$ cat src/common/vgc_pkg.sv
package vgc_pkg;

    // Horizontal raster positions, in pixel ticks
    // Last H count of a line
    localparam logic [9:0] H_LINE_END  = 10'h38F;
    // SCB address goes out for the coming line
    localparam logic [9:0] H_SCB_ADDR  = 10'h38C;
    // SCB byte comes back from memory
    localparam logic [9:0] H_SCB_LATCH = 10'h38E;
    // Palette bytes arrive during H 0..31
    localparam logic [9:0] H_PAL_END   = 10'd32;
    localparam logic [9:0] H_ACT_START = 10'd32;
    // First H count past the 640-tick window
    localparam logic [9:0] H_ACT_END   = 10'd672;

    // Vertical raster positions, in lines
    localparam logic [8:0] V_ACT_START = 9'd32;
    localparam logic [8:0] V_ACT_LINES = 9'd200;
    // Start of vertical blank
    localparam logic [8:0] VBL_LINE    = 9'd232;

    // Video memory address, bank E1 style map
    typedef logic [22:0] vid_addr_t;

    localparam vid_addr_t   ADDR_PIXELS    = 23'h12000;
    localparam int unsigned BYTES_PER_LINE = 160;
    // One SCB byte per line
    localparam vid_addr_t   ADDR_SCB       = 23'h19D00;
    // 16 palettes of 32 bytes each
    localparam vid_addr_t   ADDR_PAL       = 23'h19E00;

    // 4 bits per gun, as stored in the palette
    typedef struct packed {
        logic [3:0] red;
        logic [3:0] green;
        logic [3:0] blue;
    } rgb4_t;

    // Decoded scanline control byte
    typedef struct packed {
        logic mode_640;  // bit 7
        logic fill;      // bit 5, 320 mode only
        logic irq_en;    // bit 6
    } scb_mode_t;

    // One palette byte on its way to the buffer
    typedef struct packed {
        logic       en;
        logic [3:0] index;
        logic       red_byte;  // odd byte of the entry
        logic [7:0] data;
    } pal_wr_t;

    // Pixel byte stream from fetch to decode
    typedef struct packed {
        logic       active;
        logic       load;  // new byte on data this tick
        scb_mode_t  mode;
        logic [7:0] data;
    } pix_byte_t;

    // Fixed IIgs color set used for the border
    localparam rgb4_t BORDER_PALETTE [0:15] = '{
        12'h000, 12'hD03, 12'h009, 12'hD2D,
        12'h072, 12'h555, 12'h22F, 12'h6AF,
        12'h850, 12'hF60, 12'hAAA, 12'hF98,
        12'h1D0, 12'hFF0, 12'h4F9, 12'hFFF
    };

endpackage

$ cat src/shrg/shrg_fetch.sv
`timescale 1ns/1ps

module shrg_fetch
    import vgc_pkg::*;
(
    input  logic       clk_vid,
    input  logic       arst_n,
    input  logic       ce_pix,
    input  logic [9:0] H,
    input  logic [8:0] V,
    input  logic       shr_enable,
    input  logic [7:0] video_data,
    output vid_addr_t  video_addr,
    output pal_wr_t    pal_wr,
    output pix_byte_t  pix,
    output logic       scanline_irq,
    output logic       vbl_irq
);

    // Line and window decode
    logic [8:0] next_v;
    logic [8:0] row;
    logic       line_act;
    logic       next_line_act;
    logic       h_act;
    logic       v_vbl;

    // Addresses loaded at fixed points of the line
    vid_addr_t  scb_addr;
    vid_addr_t  pal_base;
    vid_addr_t  pix_base;

    // Sequencer state
    scb_mode_t  scb_q;
    logic       pal_odd;
    logic [1:0] phase;
    logic       act_q;
    logic       load_q;
    logic       vbl_d;

    assign next_v        = V + 9'd1;
    assign row           = V - V_ACT_START;
    assign line_act      = (V >= V_ACT_START) && (V < V_ACT_START + V_ACT_LINES);
    assign next_line_act = (next_v >= V_ACT_START) && (next_v < V_ACT_START + V_ACT_LINES);
    assign h_act         = (H >= H_ACT_START) && (H < H_ACT_END);
    assign v_vbl         = (V == VBL_LINE);

    // SCB belongs to the line after this one
    assign scb_addr = ADDR_SCB + vid_addr_t'(next_v - V_ACT_START);
    // Palette number is the SCB low nibble, 32 bytes per palette
    assign pal_base = ADDR_PAL + vid_addr_t'({video_data[3:0], 5'b00000});
    assign pix_base = ADDR_PIXELS + vid_addr_t'(row) * vid_addr_t'(BYTES_PER_LINE);

    always_ff @(posedge clk_vid or negedge arst_n) begin
        if (!arst_n) begin
            video_addr   <= '0;
            scb_q        <= '0;
            pal_odd      <= 1'b0;
            phase        <= 2'd0;
            act_q        <= 1'b0;
            load_q       <= 1'b0;
            scanline_irq <= 1'b0;
            vbl_d        <= 1'b0;
            vbl_irq      <= 1'b0;
        end else if (ce_pix) begin
            // Stream flags lag H by one tick
            act_q  <= shr_enable && line_act && h_act;
            load_q <= shr_enable && line_act && h_act && (phase == 2'd0);

            // One tick pulse on entry to the VBL line
            vbl_d   <= v_vbl;
            vbl_irq <= v_vbl && !vbl_d;

            if (H == H_SCB_ADDR) begin
                video_addr <= scb_addr;
            end else if (H == H_SCB_LATCH) begin
                scb_q <= '{mode_640: video_data[7], fill: video_data[5],
                           irq_en: video_data[6]};
                video_addr <= pal_base;
                pal_odd    <= 1'b0;
                if (video_data[6] && shr_enable && next_line_act) begin
                    scanline_irq <= 1'b1;
                end
            end else if (H == H_LINE_END) begin
                // Second palette byte goes out so data runs back to back from H=0
                video_addr <= video_addr + 23'd1;
            end else if (H < H_PAL_END) begin
                pal_odd <= !pal_odd;
                if (H == H_PAL_END - 10'd1) begin
                    // Pixel byte 0 must be on the bus during H=32
                    video_addr <= pix_base;
                    phase      <= 2'd0;
                end else begin
                    video_addr <= video_addr + 23'd1;
                end
            end else if (h_act) begin
                phase <= phase + 2'd1;
                // Four ticks per byte, next address ready one tick early
                if (phase == 2'd3) begin
                    video_addr <= video_addr + 23'd1;
                end
            end

            // IRQ spans the last tick of the line and H=0
            if (H == 10'd0) begin
                scanline_irq <= 1'b0;
            end
        end
    end

    // Palette bytes go straight to the buffer as they return
    always_comb begin
        pal_wr.en       = ce_pix && (H < H_PAL_END);
        pal_wr.index    = H[4:1];
        pal_wr.red_byte = pal_odd;
        pal_wr.data     = video_data;
    end

    // Pixel data is taken live off the bus, flags are registered
    always_comb begin
        pix.active = act_q;
        pix.load   = load_q;
        pix.mode   = scb_q;
        pix.data   = video_data;
    end

endmodule

$ cat src/shrg/shrg_palette.sv
`timescale 1ns/1ps

module shrg_palette
    import vgc_pkg::*;
(
    input  logic       clk_vid,
    input  logic       arst_n,
    input  pal_wr_t    pal_wr,
    input  logic [3:0] rd_index,
    output rgb4_t      rd_color
);

    // Palette of the line being displayed
    rgb4_t pal_q [0:15];

    always_ff @(posedge clk_vid or negedge arst_n) begin
        if (!arst_n) begin
            // Black until the first line loads its palette
            for (int i = 0; i < 16; i++) begin
                pal_q[i] <= '0;
            end
        end else if (pal_wr.en) begin
            if (pal_wr.red_byte) begin
                // Odd byte, red in the low nibble
                pal_q[pal_wr.index].red <= pal_wr.data[3:0];
            end else begin
                // Even byte carries green and blue
                pal_q[pal_wr.index].green <= pal_wr.data[7:4];
                pal_q[pal_wr.index].blue  <= pal_wr.data[3:0];
            end
        end
    end

    // Read port is combinational
    assign rd_color = pal_q[rd_index];

endmodule

$ cat src/shrg/shrg_pixel.sv
`timescale 1ns/1ps

module shrg_pixel
    import vgc_pkg::*;
(
    input  logic       clk_vid,
    input  logic       arst_n,
    input  logic       ce_pix,
    input  pix_byte_t  pix,
    input  logic [3:0] border_color,
    output logic [3:0] rd_index,
    input  rgb4_t      rd_color,
    output logic [7:0] R,
    output logic [7:0] G,
    output logic [7:0] B
);

    // Held pixel byte and position within it
    logic [7:0] byte_q;
    logic [1:0] slot_q;
    // Last nonzero index for fill mode
    logic [3:0] last_q;

    logic [7:0] cur_byte;
    logic [1:0] slot;
    logic [3:0] nib;
    logic [3:0] idx;
    rgb4_t      border_rgb;
    rgb4_t      out_rgb;

    // A fresh byte is used on the tick it arrives
    assign cur_byte = pix.load ? pix.data : byte_q;
    assign slot     = pix.load ? 2'd0 : slot_q;

    // 320 mode shows each nibble for two ticks
    assign nib = slot[1] ? cur_byte[3:0] : cur_byte[7:4];

    always_comb begin
        if (pix.mode.mode_640) begin
            // Each 2-bit pixel picks from its own group of four
            case (slot)
                2'd0:    idx = {2'b10, cur_byte[7:6]};
                2'd1:    idx = {2'b11, cur_byte[5:4]};
                2'd2:    idx = {2'b00, cur_byte[3:2]};
                default: idx = {2'b01, cur_byte[1:0]};
            endcase
        end else if (pix.mode.fill && (nib == 4'd0)) begin
            idx = last_q;
        end else begin
            idx = nib;
        end
    end

    assign rd_index = idx;

    assign border_rgb = BORDER_PALETTE[border_color];
    assign out_rgb    = pix.active ? rd_color : border_rgb;

    // Pixel byte held for the rest of its four ticks
    always_ff @(posedge clk_vid) begin
        if (ce_pix && pix.load) begin
            byte_q <= pix.data;
        end
    end

    always_ff @(posedge clk_vid or negedge arst_n) begin
        if (!arst_n) begin
            slot_q <= 2'd0;
            last_q <= 4'd0;
            R      <= 8'd0;
            G      <= 8'd0;
            B      <= 8'd0;
        end else if (ce_pix) begin
            slot_q <= slot + 2'd1;

            // Fill history starts over on every line
            if (!pix.active) begin
                last_q <= 4'd0;
            end else if (!pix.mode.mode_640 && (nib != 4'd0)) begin
                last_q <= nib;
            end

            // Nibble doubled out to 8 bits per gun
            R <= {out_rgb.red, out_rgb.red};
            G <= {out_rgb.green, out_rgb.green};
            B <= {out_rgb.blue, out_rgb.blue};
        end
    end

endmodule

$ cat src/hw/vgc_top.sv
`timescale 1ns/1ps

module vgc_top
    import vgc_pkg::*;
(
    input  logic       clk_vid,
    input  logic       arst_n,
    input  logic       ce_pix,
    input  logic [9:0] H,
    input  logic [8:0] V,
    input  logic       shr_enable,
    input  logic [3:0] border_color,
    input  logic [7:0] video_data,
    output vid_addr_t  video_addr,
    output logic [7:0] R,
    output logic [7:0] G,
    output logic [7:0] B,
    output logic       scanline_irq,
    output logic       vbl_irq
);

    pal_wr_t    pal_wr;
    pix_byte_t  pix;
    logic [3:0] rd_index;
    rgb4_t      rd_color;

    // Memory sequencer for SCB, palette and pixel bytes
    shrg_fetch i_fetch (
        .clk_vid      (clk_vid),
        .arst_n       (arst_n),
        .ce_pix       (ce_pix),
        .H            (H),
        .V            (V),
        .shr_enable   (shr_enable),
        .video_data   (video_data),
        .video_addr   (video_addr),
        .pal_wr       (pal_wr),
        .pix          (pix),
        .scanline_irq (scanline_irq),
        .vbl_irq      (vbl_irq)
    );

    // Per-line palette
    shrg_palette i_palette (
        .clk_vid  (clk_vid),
        .arst_n   (arst_n),
        .pal_wr   (pal_wr),
        .rd_index (rd_index),
        .rd_color (rd_color)
    );

    // Pixel decode and RGB output
    shrg_pixel i_pixel (
        .clk_vid      (clk_vid),
        .arst_n       (arst_n),
        .ce_pix       (ce_pix),
        .pix          (pix),
        .border_color (border_color),
        .rd_index     (rd_index),
        .rd_color     (rd_color),
        .R            (R),
        .G            (G),
        .B            (B)
    );

endmodule

$ cat config.mk
export PLATFORM = sky130hd
export DESIGN_NAME = vgc_top
export DESIGN_NICKNAME = d
export VERILOG_FILES = /design/src/common/vgc_pkg.sv /design/src/shrg/shrg_fetch.sv /design/src/shrg/shrg_palette.sv /design/src/shrg/shrg_pixel.sv /design/src/hw/vgc_top.sv
export SDC_FILE = /design/constraint.sdc
export NUM_CORES = 1
export LEC_CHECK = 0
export BUFFER_PORTS_ARGS = -buffer_cell sky130_fd_sc_hd__buf_2
export CAP_MARGIN = 30
export CORE_MARGIN = 4
export CORE_UTILIZATION = 35
export CTS_BUF_LIST = sky130_fd_sc_hd__clkbuf_8
export DETAILED_ROUTE_END_ITERATION = 6
export HOLD_SLACK_MARGIN = 0.1
export PLACE_DENSITY_LB_ADDON = 0.1
export REMOVE_ABC_BUFFERS = 1
export SYNTH_ARGS = -nofsm -noshare
export SYNTH_HDL_FRONTEND = slang
export SYNTH_HIERARCHICAL = 1
export SYNTH_SLANG_ARGS = --single-unit
$ cat constraint.sdc
create_clock -name clk_vid -period 6.6 [get_ports clk_vid]
set_clock_uncertainty 0.05 [all_clocks]
set_input_delay 0.33 -clock clk_vid [delete_from_list [all_inputs] [get_ports clk_vid]]
set_output_delay 0.33 -clock clk_vid [all_outputs]
set_load 0.02 [all_outputs]
==> impl_results.html, run 1 <==
<table>
<tr><th>Metric</th><th>Value</th></tr>
<tr><th colspan="2">Floorplan</th></tr>
<tr><td>Overall die width</td><td>208.9 µm</td></tr>
<tr><td>Area of the die</td><td>43,650 µm²</td></tr>
<tr><td>Starting density of the core</td><td>35.48%</td></tr>
<tr><td>Area of the core</td><td>approximately 40,000 µm²</td></tr>
<tr><td>Standard-cell rows</td><td>between 70 and 80</td></tr>
<tr><td>I/O pin count</td><td>84</td></tr>
<tr><td>Y dimension of the die</td><td>208.9 µm</td></tr>
<tr><th colspan="2">Clocking</th></tr>
<tr><td>Clock network latency to the later pin of the worst-skew pair</td><td>590 ps</td></tr>
<tr><td>Clock edge transition at the registers on the reported setup and hold paths</td><td>approximately 60 ps</td></tr>
<tr><td>CTS max path bufs</td><td>3</td></tr>
<tr><td>Root buffer cell</td><td>clkbuf_8</td></tr>
<tr><td>Count of buffers added by post-CTS timing repair for setup</td><td>0</td></tr>
<tr><td>CTS tree</td><td>done</td></tr>
<tr><td>Total of cells resized after clock tree synthesis</td><td>0</td></tr>
<tr><td>Clock buffers created by TritonCTS</td><td>47</td></tr>
<tr><td>H-tree lvl count</td><td>2</td></tr>
<tr><td>CTS sink count</td><td>about 250</td></tr>
<tr><th colspan="2">STA</th></tr>
<tr><td>Portion of the clock cycle consumed by the worst path in the final layout</td><td>67.21%</td></tr>
<tr><td>Fmax</td><td>around 230 MHz</td></tr>
<tr><td>Setup-failing EPs final</td><td>0</td></tr>
<tr><td>Final Hold Fails</td><td>0</td></tr>
<tr><td>Smallest hold slack</td><td>approximately 170 ps</td></tr>
<tr><td>Slew of the pin with the lowest slew margin</td><td>1119 ps</td></tr>
<tr><td>Unrepaired setup endpoints after global routing</td><td>no</td></tr>
<tr><td>Minimum clock period</td><td>4436 ps</td></tr>
<tr><td>Worst slew margin</td><td>25.41%</td></tr>
<tr><td>Accumulated negative setup slack</td><td>0 ps</td></tr>
<tr><td>Number of pins exceeding their max-slew limit in the final report</td><td>0</td></tr>
<tr><th colspan="2">Worst setup path</th></tr>
<tr><td>Required time reported for the critical path endpoint</td><td>7020 ps</td></tr>
<tr><td>R2R cell count</td><td>12</td></tr>
<tr><td>Reg2Reg Launch Point</td><td>i_fetch/load_q</td></tr>
<tr><td>CP Data Arrival Time</td><td>4860 ps</td></tr>
<tr><td>Worst-path cell with the longest stage delay</td><td>a22oi_2</td></tr>
<tr><td>Element type at the critical path end</td><td>flop</td></tr>
<tr><td>Slowest stage delay, CP</td><td>910 ps</td></tr>
<tr><td>Flop-to-flop setup slack</td><td>2160 ps</td></tr>
<tr><td>Setup crit start kind</td><td>flop</td></tr>
<tr><td>CP Cell Sequence</td><td>nor2b_1, inv_1, ha_1, a222oi_1, mux2_2, a22oi_2, buf_12, mux4_2, a22oi_1, nand2_1, mux2_2, mux2_2</td></tr>
<tr><td>Cell occurring most often along the worst timing path</td><td>mux2_2</td></tr>
<tr><td>Capture point of the worst reg-to-reg path</td><td>i_pixel/R[6]</td></tr>
<tr><td>Critical Path Fanout Max</td><td>23</td></tr>
<tr><td>Critical path class</td><td>flop to flop</td></tr>
<tr><th colspan="2">Routing</th></tr>
<tr><td>DRT antenna net count</td><td>0</td></tr>
<tr><td>Router iterations before antenna repair</td><td>5</td></tr>
<tr><td>Avg Vias per Cell</td><td>5.409</td></tr>
<tr><td>Detailed Route Iter0 Violations</td><td>673</td></tr>
<tr><td>Final wirelength</td><td>between 30,000 and 40,000 µm</td></tr>
<tr><td>Number of vias after detailed routing</td><td>9,709</td></tr>
<tr><td>Drt drc</td><td>0</td></tr>
<tr><td>Average wire per cell in the routed design</td><td>21.51 µm</td></tr>
<tr><th colspan="2">Worst hold path</th></tr>
<tr><td>Worst min-delay path class</td><td>input port to flop</td></tr>
<tr><td>Origin of the worst min-delay path</td><td>video_data[6]</td></tr>
<tr><td>Worst hold stages</td><td>1</td></tr>
<tr><td>Endpoint, Worst Hold</td><td>i_pixel/byte_q[6]</td></tr>
<tr><th colspan="2">Power</th></tr>
<tr><td>Total leakage power</td><td>7.447 nW</td></tr>
<tr><td>Power density cells</td><td>258.2 nW/µm²</td></tr>
<tr><td>Combinational Power Share</td><td>20.8%</td></tr>
<tr><td>Clock network fraction of total power</td><td>37.7%</td></tr>
<tr><td>P_int</td><td>2.831 mW</td></tr>
<tr><td>Proportion of total power due to net switching</td><td>approximately 31%</td></tr>
<tr><td>Max VDD drop</td><td>109.1 µV</td></tr>
<tr><td>Psw</td><td>about 1.3 mW</td></tr>
<tr><td>Sequential group share of total power</td><td>41.4%</td></tr>
<tr><th colspan="2">Layout</th></tr>
<tr><td>Fraction of layout cells with a size suffix above 1</td><td>37.17%</td></tr>
<tr><td>Final non-filler cell area</td><td>15,920 µm²</td></tr>
<tr><td>Net count, final</td><td>1,306</td></tr>
<tr><td>Antenna diode count</td><td>0</td></tr>
<tr><td>Layout Area Growth over Synthesis</td><td>12.65%</td></tr>
<tr><th colspan="2">Global routing</th></tr>
<tr><td>All-Layer GR Usage</td><td>17.65%</td></tr>
<tr><td>Number of global-route vias before repair</td><td>around 10,000</td></tr>
<tr><td>GRT overflow</td><td>0</td></tr>
<tr><td>First-pass GRT wire length</td><td>60,850 µm</td></tr>
<tr><td>Antenna violations before repair</td><td>1</td></tr>
<tr><td>Maximum number of pins on one net before global-route repair</td><td>130</td></tr>
<tr><th colspan="2">Placement</th></tr>
<tr><td>Post-detailed-placement cell area</td><td>around 15,000 µm²</td></tr>
<tr><td>Number of buffer cells added on primary ports</td><td>83</td></tr>
<tr><td>Detail Placement HPWL</td><td>approximately 26,000 µm</td></tr>
<tr><td>Placer Congestion</td><td>0.7745</td></tr>
<tr><th colspan="2">Run status</th></tr>
<tr><td>Status</td><td>finished, final reports clean</td></tr>
<tr><th colspan="2">Yosys</th></tr>
<tr><td>Cells after Synth</td><td>1,166</td></tr>
<tr><td>Cell area after technology mapping</td><td>14,130 µm²</td></tr>
<tr><td>Mean area per synthesized cell</td><td>between 10 and 15 µm²</td></tr>
<tr><td>Number of warnings issued by yosys</td><td>6</td></tr>
<tr><th colspan="2">Run</th></tr>
<tr><td>Max Cap Viol</td><td>0</td></tr>
</table>
-- cells in the final DEF (no fill, tap or decap), drive strengths merged, types with 9 or more instances in the layout --
| cell | count |
|---|---|
| a211oi | 9 |
| a21oi | 37 |
| a22oi | 31 |
| buf | 101 |
| clkbuf | 66 |
| dfrtp | 243 |
| dlygate4sd3 | 10 |
| ha | 37 |
| inv | 53 |
| mux2 | 209 |
| mux2i | 10 |
| mux4 | 49 |
| nand2 | 82 |
| nand2b | 10 |
| nand3 | 21 |
| nor2 | 58 |
| nor3 | 19 |
| nor4 | 10 |
| o21ai | 34 |
| xnor2 | 14 |
| xor2 | 9 |
-- final cells by class --
| cell class | instances | area, µm² |
|---|---|---|
| clock inverters | 20 | 85.08 |
| clock buffers | 66 | 908.4 |
| multi-input cells | 787 | 7129 |
| flip-flops and latches | 251 | 6321 |
| repair buffers | 111 | 685.7 |
| inverters | 35 | 131.4 |
| well taps | 525 | 656.9 |
| fillers | 3876 | 23910 |
-- metrics by stage --
stage	power, mW	cells	worst slack (ps)	utilization (%)
global route	4.348	1795	1795	39.97
global placement	2.590	1699	2209	37.23
floorplan	2.252	1073	-638.9	-
CTS	4.194	1795	2083	39.97
finish	4.110	1795	2164	39.97
detailed placement	2.592	1699	2100	37.23
-- critical path: cells and delay by family, from the launching register on --
family / cells / cell delay, ps
buffers and inverters: 2 / 430
and+or+nand+nor: 2 / 300
muxes: 4 / 1330
AOI/OAI and AO/OA: 3 / 1240
DFF: 1 / 780
adders and majority gates: 1 / 170
-- layer usage --
layer | share of wire (%) | routed length (µm) | GRT usage (%) | vias to the layer above
met3 | 4.2 | 1618 | 2.777 | 54
met1 | 46 | 17610 | 24.65 | 4994
met2 | 48 | 18500 | 28.43 | 191
li1 | - | - | - | 4470
met4 | 2.3 | 882 | 5.491 | 0
met5 | 0 | 0 | 0 | -
-- registers in the layout, summed over array words and instances (netlist names) --
register              count
i_fetch/vbl_irq           1
i_fetch/load_q            1
i_fetch/vbl_d             1
i_pixel/byte_q            8
i_pixel/R                 4
i_fetch/pix               2
i_pixel/B                 4
i_palette/pal_q         192
i_pixel/G                 4
i_fetch/act_q             1
i_pixel/slot_q            2
i_fetch/pal_odd           1
i_fetch/phase             2
i_fetch/scanline_irq      1
i_pixel/last_q            4
i_fetch/video_addr       23
-- how the worst max path moves through the flow --
stage	startpoint	end	slack, ps
after detailed placement	i_fetch/load_q	i_pixel/B[6]	2100
after global routing	i_fetch/load_q	i_pixel/G[5]	1800
after global placement	i_fetch/load_q	i_pixel/R[6]	2210
after floorplan	i_fetch/load_q	i_pixel/R[6]	-640
final	i_fetch/load_q	i_pixel/R[6]	2160
after CTS	i_fetch/load_q	i_pixel/R[6]	2080
-- power groups by stage --
stage	logic (mW)	clock network, mW	registers, mW
floorplan	0.497	0	1.76
global placement	0.861	0	1.73
detailed placement	0.863	0	1.73
CTS	0.871	1.62	1.70
global route	0.944	1.69	1.71
finish	0.857	1.55	1.70
-- what timing repair did --
| action | CTS | global route |
|---|---|---|
| hold buffers | 10 | 0 |
| setup endpoints to repair | 0 | 0 |
| endpoints found under the hold margin | 122 | 0 |
Power figures use the tool's default switching activity.
==> run 2: changes to the inputs <==
clock period = 3.9 ns   (was 6.6 ns; I/O delays follow)
==> run 2 against run 1 <==
Compared with the run above:
- routed wire length up 3.9%
- first-iteration DRC count shrank 16%
- non-clock buffer count increased by 23
- register-to-register slack got worse by 1900 ps
- worst hold slack improved by 9.9 ps
- largest cell class unchanged
- die area unchanged
- clock power grew 59%
- largest power group unchanged
- core utilization increased by 0.38 points
- sequential share of layout area shrank 0.37 points
- setup slack lost 1900 ps
==> impl_results.html, run 2 (synthesis gave the netlist of run 1 again) <==
<table>
<tr><th>Metric</th><th>Value</th></tr>
<tr><th colspan="2">Floorplan</th></tr>
<tr><td>Area of the core</td><td>approximately 40,000 µm²</td></tr>
<tr><td>Starting density of the core</td><td>35.48%</td></tr>
<tr><td>Overall die width</td><td>208.9 µm</td></tr>
<tr><td>I/O pin count</td><td>84</td></tr>
<tr><td>Standard-cell rows</td><td>73</td></tr>
<tr><td>Y dimension of the die</td><td>208.9 µm</td></tr>
<tr><td>Area of the die</td><td>43,650 µm²</td></tr>
<tr><th colspan="2">Clocking</th></tr>
<tr><td>CTS tree</td><td>done</td></tr>
<tr><td>CTS max path bufs</td><td>3</td></tr>
<tr><td>Total of cells resized after clock tree synthesis</td><td>0</td></tr>
<tr><td>Root buffer cell</td><td>clkbuf_8</td></tr>
<tr><td>CTS sink count</td><td>251</td></tr>
<tr><td>Clock buffers created by TritonCTS</td><td>47</td></tr>
<tr><td>Clock network latency to the later pin of the worst-skew pair</td><td>590 ps</td></tr>
<tr><td>Clock edge transition at the registers on the reported setup and hold paths</td><td>60 ps</td></tr>
<tr><td>H-tree lvl count</td><td>2</td></tr>
<tr><th colspan="2">Power</th></tr>
<tr><td>Total leakage power</td><td>7.523 nW</td></tr>
<tr><td>Max VDD drop</td><td>175.3 µV</td></tr>
<tr><td>Overall power after layout</td><td>6.863 mW</td></tr>
<tr><td>Power density cells</td><td>427.1 nW/µm²</td></tr>
<tr><th colspan="2">Worst hold path</th></tr>
<tr><td>Worst min-delay path class</td><td>input port to flop</td></tr>
<tr><th colspan="2">Placement</th></tr>
<tr><td>Pre-CTS setup slack</td><td>roughly 300 ps</td></tr>
<tr><td>Placer Congestion</td><td>approximately 0.84</td></tr>
<tr><td>Detail Placement HPWL</td><td>27,520 µm</td></tr>
<tr><td>Number of buffer cells added on primary ports</td><td>83</td></tr>
<tr><th colspan="2">Layout</th></tr>
<tr><td>Largest registers in the final layout</td><td>i_palette/pal_q (192), i_fetch/video_addr (23), i_pixel/byte_q (8)</td></tr>
<tr><td>Fraction of layout cells with a size suffix above 1</td><td>36.96%</td></tr>
<tr><td>Layout Area Growth over Synthesis</td><td>13.73%</td></tr>
<tr><td>Max FFs per register</td><td>192</td></tr>
<tr><td>Register name with the most flops</td><td>i_palette/pal_q</td></tr>
<tr><td>Net count, final</td><td>1,329</td></tr>
<tr><td>Most frequent cells in the layout</td><td>dfrtp_1, mux2_2, buf_2, nand2_1, clkbuf_8</td></tr>
<tr><td>Most common cell after layout, fill and taps aside</td><td>dfrtp_1</td></tr>
<tr><td>Antenna diode count</td><td>0</td></tr>
<tr><th colspan="2">Run</th></tr>
<tr><td>Max Cap Viol</td><td>0</td></tr>
<tr><th colspan="2">Global routing</th></tr>
<tr><td>GRT overflow</td><td>0</td></tr>
<tr><td>All-Layer GR Usage</td><td>18.29%</td></tr>
<tr><td>Antenna violations before repair</td><td>2</td></tr>
<tr><td>First-pass GRT wire length</td><td>62,530 µm</td></tr>
<tr><td>Maximum number of pins on one net before global-route repair</td><td>107</td></tr>
<tr><td>Number of global-route vias before repair</td><td>10,189</td></tr>
<tr><th colspan="2">Routing</th></tr>
<tr><td>DRT antenna net count</td><td>0</td></tr>
<tr><td>Average wire per cell in the routed design</td><td>22.13 µm</td></tr>
<tr><td>Detailed Route Iter0 Violations</td><td>564</td></tr>
<tr><td>Avg Vias per Cell</td><td>roughly 5.4</td></tr>
<tr><td>Number of vias after detailed routing</td><td>~10,000</td></tr>
<tr><td>Final wirelength</td><td>40,120 µm</td></tr>
<tr><td>Drt drc</td><td>0</td></tr>
<tr><td>Router iterations before antenna repair</td><td>5</td></tr>
<tr><th colspan="2">Worst setup path</th></tr>
<tr><td>Critical Path Fanout Max</td><td>21</td></tr>
<tr><td>Element type at the critical path end</td><td>flop</td></tr>
<tr><td>Critical path class</td><td>flop to flop</td></tr>
<tr><td>Setup crit start kind</td><td>flop</td></tr>
<tr><td>CP Data Arrival Time</td><td>4030 ps</td></tr>
<tr><td>Required time reported for the critical path endpoint</td><td>4310 ps</td></tr>
<tr><th colspan="2">STA</th></tr>
<tr><td>Setup-failing EPs final</td><td>0</td></tr>
<tr><td>Minimum clock period</td><td>3620 ps</td></tr>
<tr><td>Smallest hold slack</td><td>177.6 ps</td></tr>
<tr><td>Accumulated negative setup slack</td><td>0 ps</td></tr>
<tr><td>Slew of the pin with the lowest slew margin</td><td>958.0 ps</td></tr>
<tr><td>Worst slew margin</td><td>36.13%</td></tr>
<tr><td>Final Hold Fails</td><td>0</td></tr>
<tr><td>Portion of the clock cycle consumed by the worst path in the final layout</td><td>between 90% and 100%</td></tr>
<tr><td>Smallest setup slack after layout</td><td>roughly 280 ps</td></tr>
<tr><td>Unrepaired setup endpoints after global routing</td><td>no</td></tr>
<tr><td>Fmax</td><td>276.2 MHz</td></tr>
<tr><td>Number of pins exceeding their max-slew limit in the final report</td><td>0</td></tr>
<tr><th colspan="2">Run status</th></tr>
<tr><td>Status</td><td>finished, final reports clean</td></tr>
</table>
-- run 2: changes by cell type in the layout (fill, tap and decap cells not counted), sizes merged --
cell | previous run | this run
dlygate4sd3 | 10 | 22
clkbuf | 66 | 59
buf | 101 | 112
inv | 53 | 55
-- run 2: final cells by class --
| cell class | instances | area, µm² |
|---|---|---|
| flip-flops and latches | 251 | 6321 |
| clock buffers | 59 | 812.0 |
| multi-input cells | 787 | 7129 |
| inverters | 35 | 131.4 |
| well taps | 525 | 656.9 |
| fillers | 3892 | 23750 |
| repair buffers | 134 | 925.9 |
| clock inverters | 22 | 92.59 |
-- run 2: what timing repair did --
action,CTS,global route
setup endpoints to repair,0,0
hold buffers,22,0
buffers inserted,0,0
hold endpoints to repair,135,0
-- run 2: metrics by stage --
stage / area [µm²] / util, % / std cells
final: 16070 / 40.35 / 1813
after floorplan: 13570 / - / 1073
after CTS: 16070 / 40.35 / 1813
after detailed placement: 14940 / 37.53 / 1710
after global placement: 14940 / 37.51 / 1709
after global routing: 16070 / 40.35 / 1813
-- run 2: worst paths after layout --
kind,from,to,slack [ps],cells after the start
max in group asynchronous,arst_n,i_palette/pal_q[75],2580,3
hold / removal,V[4],i_fetch/scanline_irq,180,4
setup reg to reg,i_pixel/slot_q[1],i_pixel/R[6],280,12
min in group asynchronous,arst_n,i_pixel/last_q[1],220,2
setup / recovery,i_pixel/slot_q[1],i_pixel/R[6],280,12
hold reg to reg,i_fetch/vbl_d,i_fetch/vbl_d,430,2
-- run 2: critical path: stages, from the launching register on --
cell	delay, ps
dfrtp_1	510
nor2b_1	350
ha_1	250
a222oi_1	90
mux2_2	290
a22oi_2	250
buf_12	170
buf_12	220
mux4_2	520
a22oi_1	210
nand2_1	70
mux2_2	250
mux2_2	250
-- run 2: power by group --
group	leakage, nW	internal, mW	total, mW	switching (mW)
Clock	0.534	1.35	2.46	1.11
Sequential	3.39	2.74	2.88	0.139
Combinational	3.60	0.612	1.53	0.917
Total	7.52	4.70	6.86	2.16
-- run 2: per-layer routing --
metal / up-vias / routed length, µm / track usage [%]
met2: 187 / 19330 / 29.93
met5: - / 0 / 0
li1: 4507 / - / -
met1: 5017 / 18390 / 25.12
met4: 0 / 1083 / 6.053
met3: 51 / 1324 / 2.687
==> run 3: changes to the inputs <==
CORE_UTILIZATION = 45   (was 35)
==> run 3 against run 2 <==
Compared with the run above:
- non-clock buffer count down 12
- sequential share of layout area increased by 0.68 points
- die area fell by 21%
- setup slack improved by 8.2 ps
- critical path depth fell by 1
- register-to-register slack barely moved
- via count is 0.51% higher
- largest cell class unchanged
- combinational power decreased by 3%
- clock power increased by 2%
- critical endpoint unchanged
==> impl_results.html, run 3 (synthesis gave the netlist of run 1 again) <==
<table>
<tr><th>Metric</th><th>Value</th></tr>
<tr><th colspan="2">Run status</th></tr>
<tr><td>Status</td><td>finished, final reports clean</td></tr>
<tr><th colspan="2">Layout</th></tr>
<tr><td>Fill cell total of the finished layout</td><td>about 2,800</td></tr>
<tr><td>Final design utilization</td><td>~51%</td></tr>
<tr><td>Final non-filler cell area</td><td>15,800 µm²</td></tr>
<tr><td>Most common cell after layout, fill and taps aside</td><td>dfrtp_1</td></tr>
<tr><td>Most frequent cells in the layout</td><td>dfrtp_1, mux2_2, buf_2, nand2_1, clkbuf_8</td></tr>
<tr><td>Antenna diode count</td><td>0</td></tr>
<tr><td>Largest registers in the final layout</td><td>i_palette/pal_q (192), i_fetch/video_addr (23), i_pixel/byte_q (8)</td></tr>
<tr><td>Layout Area Growth over Synthesis</td><td>11.80%</td></tr>
<tr><td>Max FFs per register</td><td>192</td></tr>
<tr><td>Fraction of layout cells with a size suffix above 1</td><td>a little under two fifths</td></tr>
<tr><td>Register name with the most flops</td><td>i_palette/pal_q</td></tr>
<tr><td>Net count, final</td><td>1,315</td></tr>
<tr><th colspan="2">STA</th></tr>
<tr><td>Fmax</td><td>roughly 280 MHz</td></tr>
<tr><td>Number of pins exceeding their max-slew limit in the final report</td><td>0</td></tr>
<tr><td>Slew of the pin with the lowest slew margin</td><td>914.9 ps</td></tr>
<tr><td>Minimum clock period</td><td>between 3000 and 4000 ps</td></tr>
<tr><td>Smallest setup slack after layout</td><td>287.8 ps</td></tr>
<tr><td>Worst slew margin</td><td>39.01%</td></tr>
<tr><td>Unrepaired setup endpoints after global routing</td><td>no</td></tr>
<tr><td>Portion of the clock cycle consumed by the worst path in the final layout</td><td>roughly 93%</td></tr>
<tr><td>Setup-failing EPs final</td><td>0</td></tr>
<tr><td>Final Hold Fails</td><td>0</td></tr>
<tr><th colspan="2">Floorplan</th></tr>
<tr><td>Overall die width</td><td>185.2 µm</td></tr>
<tr><td>Area of the core</td><td>between 30,000 and 40,000 µm²</td></tr>
<tr><td>Y dimension of the die</td><td>185.2 µm</td></tr>
<tr><td>Area of the die</td><td>34,300 µm²</td></tr>
<tr><td>I/O pin count</td><td>84</td></tr>
<tr><td>Starting density of the core</td><td>45.95%</td></tr>
<tr><td>Standard-cell rows</td><td>64</td></tr>
<tr><th colspan="2">Power</th></tr>
<tr><td>Combinational Power Share</td><td>21.6%</td></tr>
<tr><td>Psw</td><td>~2.1 mW</td></tr>
<tr><td>Max VDD drop</td><td>212.7 µV</td></tr>
<tr><td>Proportion of total power due to net switching</td><td>just over 30%</td></tr>
<tr><td>Power density cells</td><td>434.7 nW/µm²</td></tr>
<tr><td>Clock network fraction of total power</td><td>between 30 and 40%</td></tr>
<tr><td>Total leakage power</td><td>between 7 and 8 nW</td></tr>
<tr><td>Overall power after layout</td><td>6.868 mW</td></tr>
<tr><td>P_int</td><td>4.740 mW</td></tr>
<tr><td>Sequential group share of total power</td><td>between 40% and 50%</td></tr>
<tr><th colspan="2">Worst hold path</th></tr>
<tr><td>Worst min-delay path class</td><td>input port to flop</td></tr>
<tr><th colspan="2">Placement</th></tr>
<tr><td>Number of buffer cells added on primary ports</td><td>just over 80</td></tr>
<tr><td>Detail Placement HPWL</td><td>26,120 µm</td></tr>
<tr><td>Post-detailed-placement cell area</td><td>14,740 µm²</td></tr>
<tr><td>Pre-CTS setup slack</td><td>307.3 ps</td></tr>
<tr><td>Placer Congestion</td><td>about 0.8</td></tr>
<tr><th colspan="2">Clocking</th></tr>
<tr><td>Total of cells resized after clock tree synthesis</td><td>0</td></tr>
<tr><td>Clock network latency to the later pin of the worst-skew pair</td><td>550 ps</td></tr>
<tr><td>Clock edge transition at the registers on the reported setup and hold paths</td><td>roughly 60 ps</td></tr>
<tr><td>Clock buffers created by TritonCTS</td><td>45</td></tr>
<tr><td>Count of buffers added by post-CTS timing repair for setup</td><td>0</td></tr>
<tr><td>CTS tree</td><td>done</td></tr>
<tr><td>Root buffer cell</td><td>clkbuf_8</td></tr>
<tr><td>CTS max path bufs</td><td>3</td></tr>
<tr><td>CTS sink count</td><td>~250</td></tr>
<tr><td>H-tree lvl count</td><td>2</td></tr>
<tr><th colspan="2">Routing</th></tr>
<tr><td>Final wirelength</td><td>approximately 38,000 µm</td></tr>
<tr><td>Router iterations before antenna repair</td><td>5</td></tr>
<tr><td>Detailed Route Iter0 Violations</td><td>between 500 and 600</td></tr>
<tr><td>DRT antenna net count</td><td>0</td></tr>
<tr><td>Avg Vias per Cell</td><td>5.872</td></tr>
<tr><td>Drt drc</td><td>0</td></tr>
<tr><td>Number of vias after detailed routing</td><td>9,812</td></tr>
<tr><td>Average wire per cell in the routed design</td><td>22.47 µm</td></tr>
<tr><th colspan="2">Worst setup path</th></tr>
<tr><td>Cell occurring most often along the worst timing path</td><td>mux2_2</td></tr>
<tr><td>Critical path class</td><td>flop to flop</td></tr>
<tr><td>Worst-path cell with the longest stage delay</td><td>mux4_2</td></tr>
<tr><td>Combined buffer and inverter count along the critical path</td><td>1</td></tr>
<tr><td>Setup crit start kind</td><td>flop</td></tr>
<tr><td>Element type at the critical path end</td><td>flop</td></tr>
<tr><td>Critical Path Fanout Max</td><td>35</td></tr>
<tr><td>CP Data Arrival Time</td><td>about 4000 ps</td></tr>
<tr><td>Delay-heaviest family, CP</td><td>multiplexers</td></tr>
<tr><td>Required time reported for the critical path endpoint</td><td>4270 ps</td></tr>
<tr><td>Slowest stage delay, CP</td><td>550 ps</td></tr>
<tr><td>CP Cell Sequence</td><td>nor2b_1, ha_1, a222oi_1, mux2_2, a22oi_2, buf_12, mux4_2, a22oi_1, nand2_1, mux2_2, mux2_2</td></tr>
<tr><th colspan="2">Global routing</th></tr>
<tr><td>Number of global-route vias before repair</td><td>10,092</td></tr>
<tr><td>Maximum number of pins on one net before global-route repair</td><td>~120</td></tr>
<tr><td>Antenna violations before repair</td><td>2</td></tr>
<tr><td>First-pass GRT wire length</td><td>59,110 µm</td></tr>
<tr><td>All-Layer GR Usage</td><td>22.21%</td></tr>
<tr><td>GRT overflow</td><td>0</td></tr>
<tr><th colspan="2">Run</th></tr>
<tr><td>Max Cap Viol</td><td>0</td></tr>
</table>
[run 3: power groups by stage]
stage	registers, mW	clock network [mW]	logic (mW)
CTS	2.88	2.58	1.50
detailed placement	2.92	0	1.49
finish	2.88	2.51	1.48
global placement	2.92	0	1.47
global route	2.90	2.72	1.62
floorplan	2.97	0	0.840
[run 3: routing by layer]
layer	wire [µm]	share of wire, %	global-route usage [%]
met5	30	0.080	0
met4	1064	2.8	6.841
met3	1682	4.5	4.065
met2	17980	48	36.37
met1	16790	45	30.30
[run 3: repair_timing]
item	4_1_cts	5_1_grt
setup endpoints to repair	0	0
hold buffers	13	0
hold endpoints to repair	125	0
[run 3: final timing paths]
check                             startpoint                     to  slack, ps  cells past startpoint
max                        i_pixel/slot_q[1]           i_pixel/R[6]        290                     11
min                                     V[0]  i_fetch/video_addr[0]        130                      4
max reg2reg                i_pixel/slot_q[1]           i_pixel/R[6]        290                     11
min reg2reg                    i_fetch/vbl_d        i_fetch/vbl_irq        420                      1
max in group asynchronous             arst_n   i_palette/pal_q[160]       2530                      3
min in group asynchronous             arst_n      i_pixel/last_q[1]        250                      2
[run 3: worst min-delay path, delay by kind of cell]
kind | cells | cell delay (ps)
buf+inv | 1 | 190
simple gates | 1 | 100
compound gates | 2 | 190
[run 3: metrics by stage]
step | std cells | setup TNS, ps | hold slack, ps
floorplan | 1073 | -37520 | -150.6
global placement | 1577 | 0 | 279.3
detailed placement | 1578 | 0 | 278.6
CTS | 1671 | 0 | 112.8
global route | 1671 | 0 | 117.8
finish | 1671 | 0 | 134.4
[run 3: cell type report]
cell class	count	area [µm²]	area share, %
clock buffers	59	812.0	5.140
well taps	396	495.5	3.136
multi-input cells	787	7129	45.13
flip-flops and latches	251	6321	40.01
repair buffers	122	788.3	4.990
clock inverters	21	120.1	0.7603
inverters	35	131.4	0.8316
